File: src/rtl/rv_isa_pkg.sv
`default_nettype none

package rv_isa_pkg;

    localparam int XLEN       = 32;
    localparam int REG_ADDR_W = 5;
    localparam int SHAMT_W    = 5;   // Shift amount taken from operand 2

    // Major opcodes in instr[6:0]
    typedef enum logic [6:0] {
        OP_LOAD   = 7'b0000011,
        OP_I_ALU  = 7'b0010011,
        OP_AUIPC  = 7'b0010111,
        OP_STORE  = 7'b0100011,
        OP_R_ALU  = 7'b0110011,
        OP_LUI    = 7'b0110111,
        OP_BRANCH = 7'b1100011,
        OP_JALR   = 7'b1100111,
        OP_JAL    = 7'b1101111
    } opcode_e;

    // Minor opcode for register and immediate ALU ops
    typedef enum logic [2:0] {
        F3_ADD_SUB = 3'b000,
        F3_SLL     = 3'b001,
        F3_SLT     = 3'b010,
        F3_SLTU    = 3'b011,
        F3_XOR     = 3'b100,
        F3_SRL_SRA = 3'b101,
        F3_OR      = 3'b110,
        F3_AND     = 3'b111
    } funct3_e;

    // Branch conditions share the funct3 bits
    localparam logic [2:0] FUNCT3_BEQ  = 3'b000;
    localparam logic [2:0] FUNCT3_BNE  = 3'b001;
    localparam logic [2:0] FUNCT3_BLT  = 3'b100;
    localparam logic [2:0] FUNCT3_BGE  = 3'b101;
    localparam logic [2:0] FUNCT3_BLTU = 3'b110;
    localparam logic [2:0] FUNCT3_BGEU = 3'b111;

    localparam logic [6:0] FUNCT7_ALT = 7'b0100000;   // SUB and SRA

    typedef enum logic [6:0] {
        F7_BASE = 7'b0000000,
        F7_ALT  = FUNCT7_ALT
    } funct7_e;

endpackage

`default_nettype wire

File: src/rtl/core_ctrl_pkg.sv
`default_nettype none

package core_ctrl_pkg;

    localparam int DRAM_ADDR_W = 8;   // 256 words

    typedef enum logic [3:0] {
        ALU_ADD,
        ALU_SUB,
        ALU_XOR,
        ALU_OR,
        ALU_AND,
        ALU_SLL,
        ALU_SRL,
        ALU_SRA,
        ALU_SLT,
        ALU_SLTU
    } alu_op_e;

    typedef enum logic [1:0] {OP1_RS1, OP1_PC, OP1_ZERO} op1_src_e;
    typedef enum logic [1:0] {OP2_RS2, OP2_IMM, OP2_FOUR} op2_src_e;
    typedef enum logic {PC_BASE_PC, PC_BASE_RS1} pc_op1_src_e;

    // Branch rules test the ALU result against zero
    typedef enum logic [1:0] {NPC_SEQ, NPC_ALWAYS, NPC_IF_ZERO, NPC_IF_NOT_ZERO} next_pc_e;

    typedef enum logic {WB_ALU, WB_RAM} wb_src_e;

    typedef struct packed {
        logic [rv_isa_pkg::REG_ADDR_W-1:0] rs1;
        logic [rv_isa_pkg::REG_ADDR_W-1:0] rs2;
        logic [rv_isa_pkg::REG_ADDR_W-1:0] rd;
        logic [rv_isa_pkg::XLEN-1:0]       imm;
        alu_op_e                           alu_op;
        op1_src_e                          op1_src;
        op2_src_e                          op2_src;
        pc_op1_src_e                       pc_op1_src;
        next_pc_e                          next_pc;
        wb_src_e                           wb_src;
        logic                              reg_we;
        logic                              ram_we;
    } ctrl_t;

    typedef struct packed {
        logic [rv_isa_pkg::XLEN-1:0]       pc;
        logic                              rd_we;
        logic [rv_isa_pkg::REG_ADDR_W-1:0] rd;
        logic [rv_isa_pkg::XLEN-1:0]       rd_data;
    } retire_t;

endpackage

`default_nettype wire

File: src/rtl/exec_unit.sv
`timescale 1ns/1ns
`default_nettype none

module exec_unit (
    input  wire core_ctrl_pkg::ctrl_t        ctrl_i,
    input  wire logic [rv_isa_pkg::XLEN-1:0] pc_i,
    input  wire logic [rv_isa_pkg::XLEN-1:0] rs1_data_i,
    input  wire logic [rv_isa_pkg::XLEN-1:0] rs2_data_i,
    output logic [rv_isa_pkg::XLEN-1:0]      alu_result_o
);

    import rv_isa_pkg::*;
    import core_ctrl_pkg::*;

    logic [XLEN-1:0]    op1;
    logic [XLEN-1:0]    op2;
    logic [SHAMT_W-1:0] shamt;

    always_comb begin
        case (ctrl_i.op1_src)
            OP1_PC:   op1 = pc_i;
            OP1_ZERO: op1 = '0;   // LUI
            default:  op1 = rs1_data_i;
        endcase

        case (ctrl_i.op2_src)
            OP2_IMM:  op2 = ctrl_i.imm;
            OP2_FOUR: op2 = XLEN'(4);   // Link address for JAL and JALR
            default:  op2 = rs2_data_i;
        endcase
    end

    assign shamt = op2[SHAMT_W-1:0];

    always_comb begin
        case (ctrl_i.alu_op)
            ALU_ADD:  alu_result_o = op1 + op2;
            ALU_SUB:  alu_result_o = op1 - op2;
            ALU_XOR:  alu_result_o = op1 ^ op2;
            ALU_OR:   alu_result_o = op1 | op2;
            ALU_AND:  alu_result_o = op1 & op2;
            ALU_SLL:  alu_result_o = op1 << shamt;
            ALU_SRL:  alu_result_o = op1 >> shamt;
            ALU_SRA:  alu_result_o = $signed(op1) >>> shamt;
            ALU_SLT:  alu_result_o = {{(XLEN-1){1'b0}}, $signed(op1) < $signed(op2)};
            ALU_SLTU: alu_result_o = {{(XLEN-1){1'b0}}, op1 < op2};
            default:  alu_result_o = op1 + op2;
        endcase
    end

endmodule

`default_nettype wire

File: config.mk
export PLATFORM = sky130hd
export DESIGN_NAME = exec_unit
export DESIGN_NICKNAME = d
export VERILOG_FILES = /design/src/rtl/rv_isa_pkg.sv /design/src/rtl/core_ctrl_pkg.sv /design/src/rtl/exec_unit.sv
export SDC_FILE = /design/constraint.sdc
export NUM_CORES = 1
export LEC_CHECK = 0
export BUFFER_PORTS_ARGS = -buffer_cell sky130_fd_sc_hd__buf_2
export CAP_MARGIN = 5
export CORE_ASPECT_RATIO = 1.1
export CORE_MARGIN = 2
export CORE_UTILIZATION = 54
export DETAILED_ROUTE_END_ITERATION = 6
export GPL_TIMING_DRIVEN = 0
export MAX_ROUTING_LAYER = met4
export PLACE_DENSITY = 0.89
export SYNTH_ARGS = -nofsm -noshare
export SYNTH_HDL_FRONTEND = slang
export SYNTH_SLANG_ARGS = --single-unit
File: constraint.sdc
create_clock -name vclk -period 6.75
set_input_delay 1.35 -clock vclk [all_inputs]
set_output_delay 1.35 -clock vclk [all_outputs]
set_load 0.01 [all_outputs]
==> results of run 1 <==
[cells in the mapped netlist (9+ instances only)]
cell                       count
sky130_fd_sc_hd__inv_1        92
sky130_fd_sc_hd__ha_1        100
sky130_fd_sc_hd__o211ai_1     34
sky130_fd_sc_hd__buf_6        10
sky130_fd_sc_hd__mux2i_1     113
sky130_fd_sc_hd__o31ai_1      14
sky130_fd_sc_hd__and3_1       11
sky130_fd_sc_hd__clkbuf_1     41
sky130_fd_sc_hd__o21ai_1       9
sky130_fd_sc_hd__mux2_2       10
sky130_fd_sc_hd__nor2b_1      11
sky130_fd_sc_hd__o21bai_1     11
sky130_fd_sc_hd__a21o_1       14
sky130_fd_sc_hd__o21ai_0      84
sky130_fd_sc_hd__a21oi_1     100
sky130_fd_sc_hd__nor3_1       33
sky130_fd_sc_hd__a22oi_1      17
sky130_fd_sc_hd__nand2b_1     13
sky130_fd_sc_hd__buf_2        39
sky130_fd_sc_hd__and2_1       11
sky130_fd_sc_hd__buf_1        18
sky130_fd_sc_hd__a221oi_1     29
sky130_fd_sc_hd__a211o_1      10
sky130_fd_sc_hd__a211oi_1     23
sky130_fd_sc_hd__nand4_1      10
sky130_fd_sc_hd__o22ai_1      18
sky130_fd_sc_hd__nor2_1      144
sky130_fd_sc_hd__o221ai_1     15
sky130_fd_sc_hd__a22o_1       43
sky130_fd_sc_hd__o31a_1        9
sky130_fd_sc_hd__nand3_1      42
sky130_fd_sc_hd__nand2_1     121
sky130_fd_sc_hd__a221o_1      12
sky130_fd_sc_hd__a31oi_1      11
sky130_fd_sc_hd__nor4_1       10
[worst max-delay path: cells and delay by family]
kind / cells / cell delay (ns)
and+or+nand+nor: 4 / 0.69
buffers and inverters: 8 / 1.11
AOI/OAI and AO/OA: 7 / 1.82
adders and majority gates: 2 / 0.55
[layout make-up]
type / instances / area (um2) / area share [%]
antenna: 2 / 5.00 / 0.0435
buffer: 104 / 696 / 6.04
inverter: 98 / 375 / 3.26
multi-input combinational: 1205 / 8990 / 78.1
tap: 234 / 293 / 2.54
timing repair buffer: 202 / 1160 / 10.1
[cell families (layout without fill, tap and decap cells)]
family,Yosys count,count (layout)
mux,129,129
fa+ha+maj,102,102
simple gates,437,437
buf+inv,214,404
xor+xnor,6,6
other cells,0,2
compound gates,531,531
[repair_timing]
item	4_1_cts	5_1_grt
cloned	3	0
pin swaps	15	22
gates resized for setup	97	58
buffers inserted	17	14
setup endpoints to repair	29	19
hold endpoints to repair	0	0
[per-layer routing]
layer | GRT usage [%] | vias up
met5 | - | -
met4 | 37.0 | 0
met3 | 21.2 | 419
met2 | 76.8 | 1273
met1 | 64.2 | 6298
li1 | - | 5757
[how the worst max path moves through the flow]
stage          startpoint               end  slack (ns)  depth (start not counted)
6_report        ctrl_i[6]  alu_result_o[20]       -0.14                         21
2_1_floorplan   ctrl_i[6]  alu_result_o[30]        0.09                         21
5_1_grt         ctrl_i[6]  alu_result_o[31]       -0.35                         19
4_1_cts         ctrl_i[6]  alu_result_o[24]       0.004                         20
3_5_place_dp    ctrl_i[6]  alu_result_o[21]       -1.38                         20
3_3_place_gp    ctrl_i[6]  alu_result_o[26]       -1.35                         20
[stage by stage]
stage	instance area (um2)	worst slack, ns	setup TNS (ns)	utilization, %	std cells
floorplan	9520	0.0911	0	-	1419
global placement	10700	-1.35	-27.31	62.1	1820
detailed placement	10700	-1.38	-28.52	62.1	1820
CTS	11100	0.00410	0	65.0	1829
global route	11500	-0.353	-1.39	67.2	1845
finish	11500	-0.140	-0.222	67.2	1845
==> results_dict.tcl, run 1 <==
set metrics [dict create \
    outcome "finished with violations" \
    failing_checks "negative setup slack" \
    syn_area_um2 9520 \
    clock_buffers 0 \
    largest_net_degree_at_the_start_of_global_routing 30 \
    holdPathEnd "alu_result_o[0]" \
    synth_compound_gate_area_share_pct 40.1 \
    post-route-worst-setup-slack_ns -0.140 \
    maxUsedRoutingLayer "met4" \
    gpl.final_weighted_congestion 1.22 \
    critPathKind "in -> out" \
    cap_violations 0 \
    dr.first_iter.drc_count 2140 \
    post-dp-hpwl_um 41100 \
    routed_wirelength_um 53500 \
    portBuffers 167 \
    finalCritPeriodShare_pct 102 \
    detail-route-antenna-nets 0 \
    hold_class "in -> out" \
    nFlopsAndLatches 0 \
    synth.distinct_cells 98 \
    route.met2.wl_um 21300 \
    finish.net_count 1870 \
    cp_slowest_stage_delay_ns 0.42 \
    initial_standard_cell_utilization_of_the_core_pct 55.5 \
    critPathLaunchType "primary input" \
    hold-worst-slack_ns 3.31 \
    synth.top_cell.area_share_pct 13.1 \
    period_minus_slack_ns 6.89 \
    dieHeight_um 143 \
    layout_commonest_cell "sky130_fd_sc_hd__buf_2" \
    critical_path_required_ns 5.40 \
    grt_total_ovfl 0 \
    layout-drive-gt1-share_pct 23.4 \
    num-fill-cells 1604 \
    pin_count 189 \
    netlist_instances 1419 \
    combinational_family_with_the_most_area_after_synthesis "compound AO/OA/AOI/OAI gates" \
    syn_avg_cell_area_um2 6.71 \
    synth.yosys.seq_area_share_pct 0 \
    mostFrequentLayoutCells "186 x sky130_fd_sc_hd__buf_2, 143 x sky130_fd_sc_hd__nor2_1, 120 x sky130_fd_sc_hd__nand2_1" \
    cp_capture_type "output port" \
    worst-slew-pin-transition_ns 1.10 \
    routed_wire_length_on_met3_um 8270 \
    critical_path_arrival_ns 5.54 \
    core-area_um2 17100 \
    synth_xor_area_share_pct 0.552 \
    setup-violations-final 5 \
    grt_first_pass_wirelength_um 74600 \
    crit_path_frequent_cell "sky130_fd_sc_hd__buf_6" \
    routed-via-count 13747 \
    timing.final.max_slew_violations 0 \
    worst_path_max_delay_cell "sky130_fd_sc_hd__a31oi_1" \
    drtPass1Iterations 7 \
    min_from "ctrl_i[13]" \
    relative_slew_slack_pct 26.4 \
    post-route-drc-count 0 \
    area_delta_synth_final_pct 21.0 \
    cts-hold-fix-buffers 0 \
    critical_path_fanouts_max 10 \
    first_global_vias 12234 \
    worstPathCellList "buf_2 -> inv_2 -> ha_4 -> buf_6 -> nor2b_2 -> buf_6 -> buf_4 -> buf_6 -> a22o_1 -> ha_1 -> clkbuf_4 -> nand3_1 -> nor3_2 -> a31o_2 -> a31oi_1 -> a21oi_1 -> or2_2 -> a21bo_2 -> a221oi_1 -> o221ai_1 -> buf_2" \
    floorplan.rows 50 \
    design.die.area_um2 18700 \
    synth_fa_ha_area_share_pct 13.6 \
    total_of_warnings_raised_by_yosys 0 \
    synth_area_leader_cell "sky130_fd_sc_hd__ha_1" \
    initial_antenna_violation_count 2 \
    detail_routed_net_length_per_standard_cell_um 29.0 \
    met1Wirelength_um 18600 \
    hold_viol 0 \
    seqCellArea_um2 0 \
    routed_via_density 7.45 \
    grt_use_total_pct 54.8 \
    synth_simple_gate_area_share_pct 21.4 \
    synthesis.nets 1678 \
    mux_contribution_to_synthesized_area_pct 14.3 \
    grt_setup_unrepaired "true" \
    synthTopCellsByArea "sky130_fd_sc_hd__ha_1 13%, sky130_fd_sc_hd__mux2i_1 12%, sky130_fd_sc_hd__nor2_1 5.7%" \
    fmax_ghz 0.145 \
    timing.hold.worst_path_depth 5 \
    die-width_um 131 \
]
==> run 2, diff against run 1 <==
--- a/config.mk
+++ b/config.mk
@@ -10,9 +10,9 @@
 export CORE_ASPECT_RATIO = 1.1
 export CORE_MARGIN = 2
-export CORE_UTILIZATION = 54
+export CORE_UTILIZATION = 59
 export DETAILED_ROUTE_END_ITERATION = 6
 export GPL_TIMING_DRIVEN = 0
 export MAX_ROUTING_LAYER = met4
-export PLACE_DENSITY = 0.89
+export PLACE_DENSITY = 0.92
 export SYNTH_ARGS = -nofsm -noshare
 export SYNTH_HDL_FRONTEND = slang
==> constraint.sdc (replaced) <==
create_clock -name vclk -period 7.8
set_input_delay 1.56 -clock vclk [all_inputs]
set_output_delay 1.56 -clock vclk [all_outputs]
set_load 0.005 [all_outputs]
==> results_dict.tcl, run 2 (synthesized netlist as in run 1, its figures left out) <==
set metrics [dict create \
    outcome "finished with violations" \
    failing_checks "design-rule violations" \
    grt_first_pass_wirelength_um 71700 \
    floorplan.rows 48 \
    core-area_um2 15700 \
    gr-usage-met1_pct 64.7 \
    critPathBufInv 6 \
    post-route-drc-count 1 \
    gpl.final_weighted_congestion 1.30 \
    clock_buffers 0 \
    worst-slew-pin-transition_ns 1.11 \
    finalCritPeriodShare_pct 98.6 \
    timing.hold.worst_path_depth 5 \
    critPathTopFamily "compound AO/OA/AOI/OAI gates" \
    routed-via-count 13455 \
    min_from "ctrl_i[13]" \
    critical_path_fanouts_max 20 \
    fmax_ghz 0.130 \
    initial_antenna_violation_count 1 \
    cts-hold-fix-buffers 0 \
    cap_violations 0 \
    final.setup.tns_ns 0 \
    pre_cts_setup_slack_ns -0.967 \
    largest_net_degree_at_the_start_of_global_routing 30 \
    layout-drive-gt1-share_pct 19.5 \
    critPathLaunchType "primary input" \
    critical_path_arrival_ns 6.13 \
    setup-violations-final 0 \
    holdPathEnd "alu_result_o[0]" \
    worstPathCellList "buf_2 -> inv_1 -> ha_1 -> buf_6 -> nand3b_4 -> nand2_4 -> buf_8 -> ha_1 -> inv_1 -> fa_1 -> nor2b_1 -> o31ai_4 -> o21ai_2 -> nor4_4 -> o31ai_2 -> a221o_2 -> and2_2 -> a311o_2 -> o32a_1 -> buf_2" \
    period_minus_slack_ns 7.69 \
    grt_use_total_pct 55.2 \
    cp_slowest_stage_delay_ns 0.47 \
    first_global_vias 12351 \
    critical_path_required_ns 6.24 \
    initial_standard_cell_utilization_of_the_core_pct 60.5 \
    hold_viol 0 \
    routed_wirelength_um 49100 \
    nFlopsAndLatches 0 \
    post-dp-hpwl_um 39900 \
    grt_busiest_layer "met2" \
    post-route-worst-setup-slack_ns 0.113 \
    die-width_um 125 \
    detail-route-antenna-nets 0 \
    pin_count 189 \
    design.die.area_um2 17200 \
    grt.met2_usage_pct 80.8 \
    use_met3_pct 16.4 \
    grt_total_ovfl 0 \
    dr.first_iter.drc_count 2435 \
    num-fill-cells 1456 \
    dieHeight_um 137 \
    area_delta_synth_final_pct 13.2 \
    seqCellArea_um2 0 \
    routed_via_density 7.54 \
    critPathKind "in -> out" \
    portBuffers 167 \
    hold_class "in -> out" \
    finish.net_count 1843 \
    relative_slew_slack_pct 25.8 \
    layout_commonest_cell "sky130_fd_sc_hd__buf_2" \
    worst_path_max_delay_cell "sky130_fd_sc_hd__fa_1" \
    drtPass1Iterations 7 \
    detail_routed_net_length_per_standard_cell_um 27.5 \
    cp_capture_type "output port" \
    timing.final.max_slew_violations 0 \
    hold-worst-slack_ns 3.74 \
    mostFrequentLayoutCells "198 x sky130_fd_sc_hd__buf_2, 144 x sky130_fd_sc_hd__nor2_1, 120 x sky130_fd_sc_hd__nand2_1" \
]
==> run 2: cell count changes in the layout (fill, tap and decap cells not counted), sizes merged <==
cell    change
buf        -30
clkbuf      +5
bufbuf      -2
==> run 2: final cells by class <==
class	instances	area [um2]	area share (%)
antenna	2	5.00	0.0464
tap	200	250	2.32
inverter	98	370	3.44
timing repair buffer	173	881	8.17
buffer	106	582	5.40
multi-input combinational	1205	8690	80.6
==> run 2: how the worst max path moves through the flow <==
| stage | start | to | cells past startpoint |
|---|---|---|---|
| 2_1_floorplan | ctrl_i[6] | alu_result_o[30] | 21 |
| 3_3_place_gp | ctrl_i[6] | alu_result_o[30] | 23 |
| 3_5_place_dp | ctrl_i[6] | alu_result_o[30] | 23 |
| 4_1_cts | ctrl_i[6] | alu_result_o[30] | 20 |
| 5_1_grt | ctrl_i[6] | alu_result_o[31] | 21 |
| 6_report | ctrl_i[6] | alu_result_o[30] | 20 |
==> run 2: layer usage <==
metal / vias to the layer above / wire [um]
li1: 5678 / -
met1: 6101 / 16600
met2: 1300 / 20100
met3: 376 / 7610
met4: 0 / 4760
met5: - / 0
==> run 2: repair_timing <==
| item | in CTS | in global routing |
|---|---|---|
| buffers inserted | 2 | 4 |
| resized for setup | 13 | 32 |
| endpoints found under the hold margin | 0 | 0 |
| cloned | 0 | 0 |
| setup endpoints to repair | 25 | 15 |
| pin swaps | 2 | 3 |
==> run 2: per-stage QoR <==
step / std cells / instance area [um2] / util (%)
after floorplan: 1419 / 9520 / -
after detailed placement: 1786 / 10600 / 67.4
after CTS: 1780 / 10600 / 67.5
final: 1784 / 10800 / 68.5
after global placement: 1786 / 10600 / 67.4
after global routing: 1783 / 10800 / 68.5
==> run 3, diff against run 2 <==
ABC_AREA = 1   (was not set)
CORE_UTILIZATION = 60   (was 59)
==> results_dict.tcl, run 3 <==
set metrics [dict create \
    outcome "did not finish" \
    failed_stage "5_1_grt" \
    stop_error "[ERROR GRT-0116] Global routing finished with congestion. Check the congestion regions in the DRC Viewer." \
    dieHeight_um 144 \
    pin_count 189 \
    grt_use_total_pct 61.1 \
    post_cts_resized 0 \
    post-cts-setup-buffers 0 \
    synth_area_leader_cell "sky130_fd_sc_hd__nand2_1" \
    first_global_vias 16452 \
    top_count_cell_post_synth "sky130_fd_sc_hd__nand2_1" \
    numPlacedInstances 2563 \
    floorplan.rows 51 \
    netlist_instances 2158 \
    synth.distinct_cells 48 \
    initial_standard_cell_utilization_of_the_core_pct 60.5 \
    die-width_um 131 \
    syn_avg_cell_area_um2 4.92 \
    portBuffers 167 \
    grt_total_ovfl 29 \
    cts-hold-fix-buffers 0 \
    synthesis.nets 2417 \
    gpl.final_weighted_congestion 1.38 \
    largest_net_degree_at_the_start_of_global_routing 14 \
    post-dp-hpwl_um 41500 \
    syn_area_um2 10600 \
    ys_top_cells_by_count "687 x sky130_fd_sc_hd__nand2_1, 419 x sky130_fd_sc_hd__nand3_1, 262 x sky130_fd_sc_hd__inv_1" \
    synth.yosys.seq_area_share_pct 0 \
    total_of_warnings_raised_by_yosys 0 \
    grt_first_pass_wirelength_um 86600 \
    synthTopCellsByArea "sky130_fd_sc_hd__nand2_1 24%, sky130_fd_sc_hd__nand3_1 20%, sky130_fd_sc_hd__ha_1 12%" \
    synth.top_cell.area_share_pct 24.3 \
]
[run 3: changes by cell type after synthesis, sizes merged, moves of 28 or more]
cell | before | now
a22o | 52 | 0
inv | 97 | 272
mux2i | 116 | 0
nand2 | 124 | 690
nand3 | 42 | 419
nand4 | 10 | 38
nor2 | 144 | 180
o211ai | 34 | 5
[run 3: layer usage]
metal | GRT overflow | track usage [%]
met1 | 0 | 62.5
met2 | 17 | 78.1
met3 | 0 | 40.7
met4 | 12 | 53.1
met5 | - | -
[run 3: metrics by stage]
| stage | hold slack, ns | utilization (%) | area [um2] | setup WS [ns] |
|---|---|---|---|---|
| floorplan | 3.31 | - | 10600 | 1.83 |
| global placement | 3.75 | 67.0 | 11800 | 0.742 |
| detailed placement | 3.73 | 67.0 | 11800 | 0.682 |
| CTS | 3.73 | 67.0 | 11800 | 0.682 |
[run 3: logic make-up after synthesis]
| logic type | after synthesis | share of synthesized area (%) |
|---|---|---|
| AO/OA/AOI/OAI | 296 | 16.5 |
| AND/OR/NAND/NOR | 1365 | 55.0 |
| buffers and inverters | 379 | 15.0 |
| adder cells (fa/ha/maj) | 102 | 12.2 |
| XOR/XNOR | 16 | 1.32 |
==> run 4, diff against run 3 <==
CORE_ASPECT_RATIO = not set   (was 1.1)
CORE_UTILIZATION = 40   (was 60)
MAX_ROUTING_LAYER = not set   (was met4)
PLACE_DENSITY = not set   (was 0.92)
PLACE_DENSITY_LB_ADDON = 0.15   (was not set)
==> results_dict.tcl, run 4 <==
set metrics [dict create \
    initial_antenna_violation_count 1 \
    design.die.area_um2 27900 \
    pin_count 189 \
    finalCritPeriodShare_pct 98.4 \
    grt_use_total_pct 45.2 \
    final.setup.tns_ns 0 \
    detail_routed_net_length_per_standard_cell_um 25.1 \
    initial_standard_cell_utilization_of_the_core_pct 40.8 \
    grt_setup_unrepaired "false" \
    critical_path_arrival_ns 6.11 \
    die-width_um 167 \
    worst-slew-pin-transition_ns 1.07 \
    core-area_um2 26100 \
    setup-violations-final 0 \
    syn_avg_cell_area_um2 4.92 \
    cp_capture_type "output port" \
    routed-via-count 16386 \
    outcome "finished with violations" \
    timing.final.max_slew_violations 0 \
    seqCellArea_um2 0 \
    synth.top_cell.area_share_pct 24.3 \
    detail-route-antenna-nets 0 \
    hold_viol 0 \
    routed_wirelength_um 66700 \
    drtPass1Iterations 7 \
    netlist_instances 2158 \
    clock_buffers 0 \
    gpl.final_weighted_congestion 1.13 \
    grt_first_pass_wirelength_um 94800 \
    area_delta_synth_final_pct 11.8 \
    synthTopCellsByArea "sky130_fd_sc_hd__nand2_1 24%, sky130_fd_sc_hd__nand3_1 20%, sky130_fd_sc_hd__ha_1 12%" \
    grt_total_ovfl 0 \
    fmax_ghz 0.130 \
    critical_path_required_ns 6.24 \
    post-route-drc-count 6 \
    synth_area_leader_cell "sky130_fd_sc_hd__nand2_1" \
    synth.yosys.seq_area_share_pct 0 \
    first_global_vias 15174 \
    total_of_warnings_raised_by_yosys 0 \
    largest_net_degree_at_the_start_of_global_routing 14 \
    dieHeight_um 167 \
    critPathLaunchType "primary input" \
    critPathKind "in -> out" \
    portBuffers 167 \
    critical_path_fanouts_max 10 \
    cap_violations 0 \
    cts-hold-fix-buffers 0 \
    post_cts_resized 0 \
    layout_commonest_cell "sky130_fd_sc_hd__nand2_1" \
    layout-drive-gt1-share_pct 11.7 \
    synthesis.nets 2417 \
    routed_via_density 6.16 \
    ys_top_cells_by_count "687 x sky130_fd_sc_hd__nand2_1, 419 x sky130_fd_sc_hd__nand3_1, 262 x sky130_fd_sc_hd__inv_1" \
    dr.first_iter.drc_count 2331 \
    period_minus_slack_ns 7.67 \
    nFlopsAndLatches 0 \
    top_count_cell_post_synth "sky130_fd_sc_hd__nand2_1" \
    post-dp-hpwl_um 54500 \
    finish.net_count 2586 \
    synth.distinct_cells 48 \
    post-cts-setup-buffers 0 \
    syn_area_um2 10600 \
    mostFrequentLayoutCells "687 x sky130_fd_sc_hd__nand2_1, 419 x sky130_fd_sc_hd__nand3_1, 262 x sky130_fd_sc_hd__inv_1" \
    failing_checks "design-rule violations" \
    relative_slew_slack_pct 28.3 \
    floorplan.rows 59 \
    hold_class "in -> out" \
]
-- run 4: cell counts after synthesis --
Identical to the previous run, type by type.
-- run 4: worst max-delay path, cell delays in order --
cell                       delay (ns)
sky130_fd_sc_hd__buf_2           0.09
sky130_fd_sc_hd__inv_1           0.04
sky130_fd_sc_hd__ha_1            0.30
sky130_fd_sc_hd__buf_6           0.15
sky130_fd_sc_hd__nor2_2          0.13
sky130_fd_sc_hd__buf_4           0.19
sky130_fd_sc_hd__clkbuf_1        0.73
sky130_fd_sc_hd__a22oi_1         0.27
sky130_fd_sc_hd__inv_1           0.12
sky130_fd_sc_hd__ha_1            0.23
sky130_fd_sc_hd__inv_1           0.15
sky130_fd_sc_hd__a21oi_1         0.28
sky130_fd_sc_hd__inv_1           0.07
sky130_fd_sc_hd__a21oi_1         0.47
sky130_fd_sc_hd__o21ai_0         0.45
sky130_fd_sc_hd__a21oi_1         0.22
sky130_fd_sc_hd__nand2_1         0.15
sky130_fd_sc_hd__nand2_1         0.09
sky130_fd_sc_hd__nand2_1         0.05
sky130_fd_sc_hd__nor2_1          0.13
sky130_fd_sc_hd__nor2_1          0.05
sky130_fd_sc_hd__nand3_1         0.07
sky130_fd_sc_hd__buf_2           0.11
-- run 4: area by class of cell --
type | instances | area [um2]
fillers | 3094 | 14200
repair buffers | 167 | 836
well taps | 335 | 419
diodes | 1 | 2.50
inverters | 275 | 1040
plain buffers | 104 | 549
multi-input cells | 1779 | 9030
-- run 4: final timing paths --
| kind | end | cells past startpoint | slack (ns) | from |
|---|---|---|---|---|
| worst max-delay path | alu_result_o[19] | 23 | 0.13 | ctrl_i[6] |
| worst min-delay path | alu_result_o[0] | 5 | 3.81 | ctrl_i[11] |
-- run 4: metrics by stage --
| stage | utilization [%] | cells | worst slack [ns] | instance area [um2] | hold WS, ns |
|---|---|---|---|---|---|
| finish | 45.6 | 2661 | 0.126 | 11900 | 3.81 |
| global route | 45.6 | 2660 | 0.0139 | 11900 | 3.80 |
| CTS | 45.6 | 2660 | 0.260 | 11900 | 3.78 |
| detailed placement | 45.6 | 2660 | 0.261 | 11900 | 3.77 |
| global placement | 45.6 | 2660 | 0.309 | 11900 | 3.78 |
| floorplan | - | 2158 | 1.83 | 10600 | 3.31 |
-- run 4: per-layer routing --
| layer | track usage (%) | routed length (um) | share of wire (%) | up-vias |
|---|---|---|---|---|
| met4 | 29.7 | 5810 | 8.7 | 0 |
| met3 | 11.1 | 8240 | 12 | 343 |
| met1 | 52.1 | 23200 | 35 | 7381 |
| met2 | 74.4 | 29500 | 44 | 1242 |
| met5 | 0 | 0 | 0 | - |
| li1 | - | - | - | 7420 |
-- run 4: logic make-up after synthesis --
kind of cell    share of synthesized area, %
simple gates                            55.0
buf+inv                                 15.0
compound gates                          16.5
fa+ha+maj                               12.2
xor+xnor                                1.32
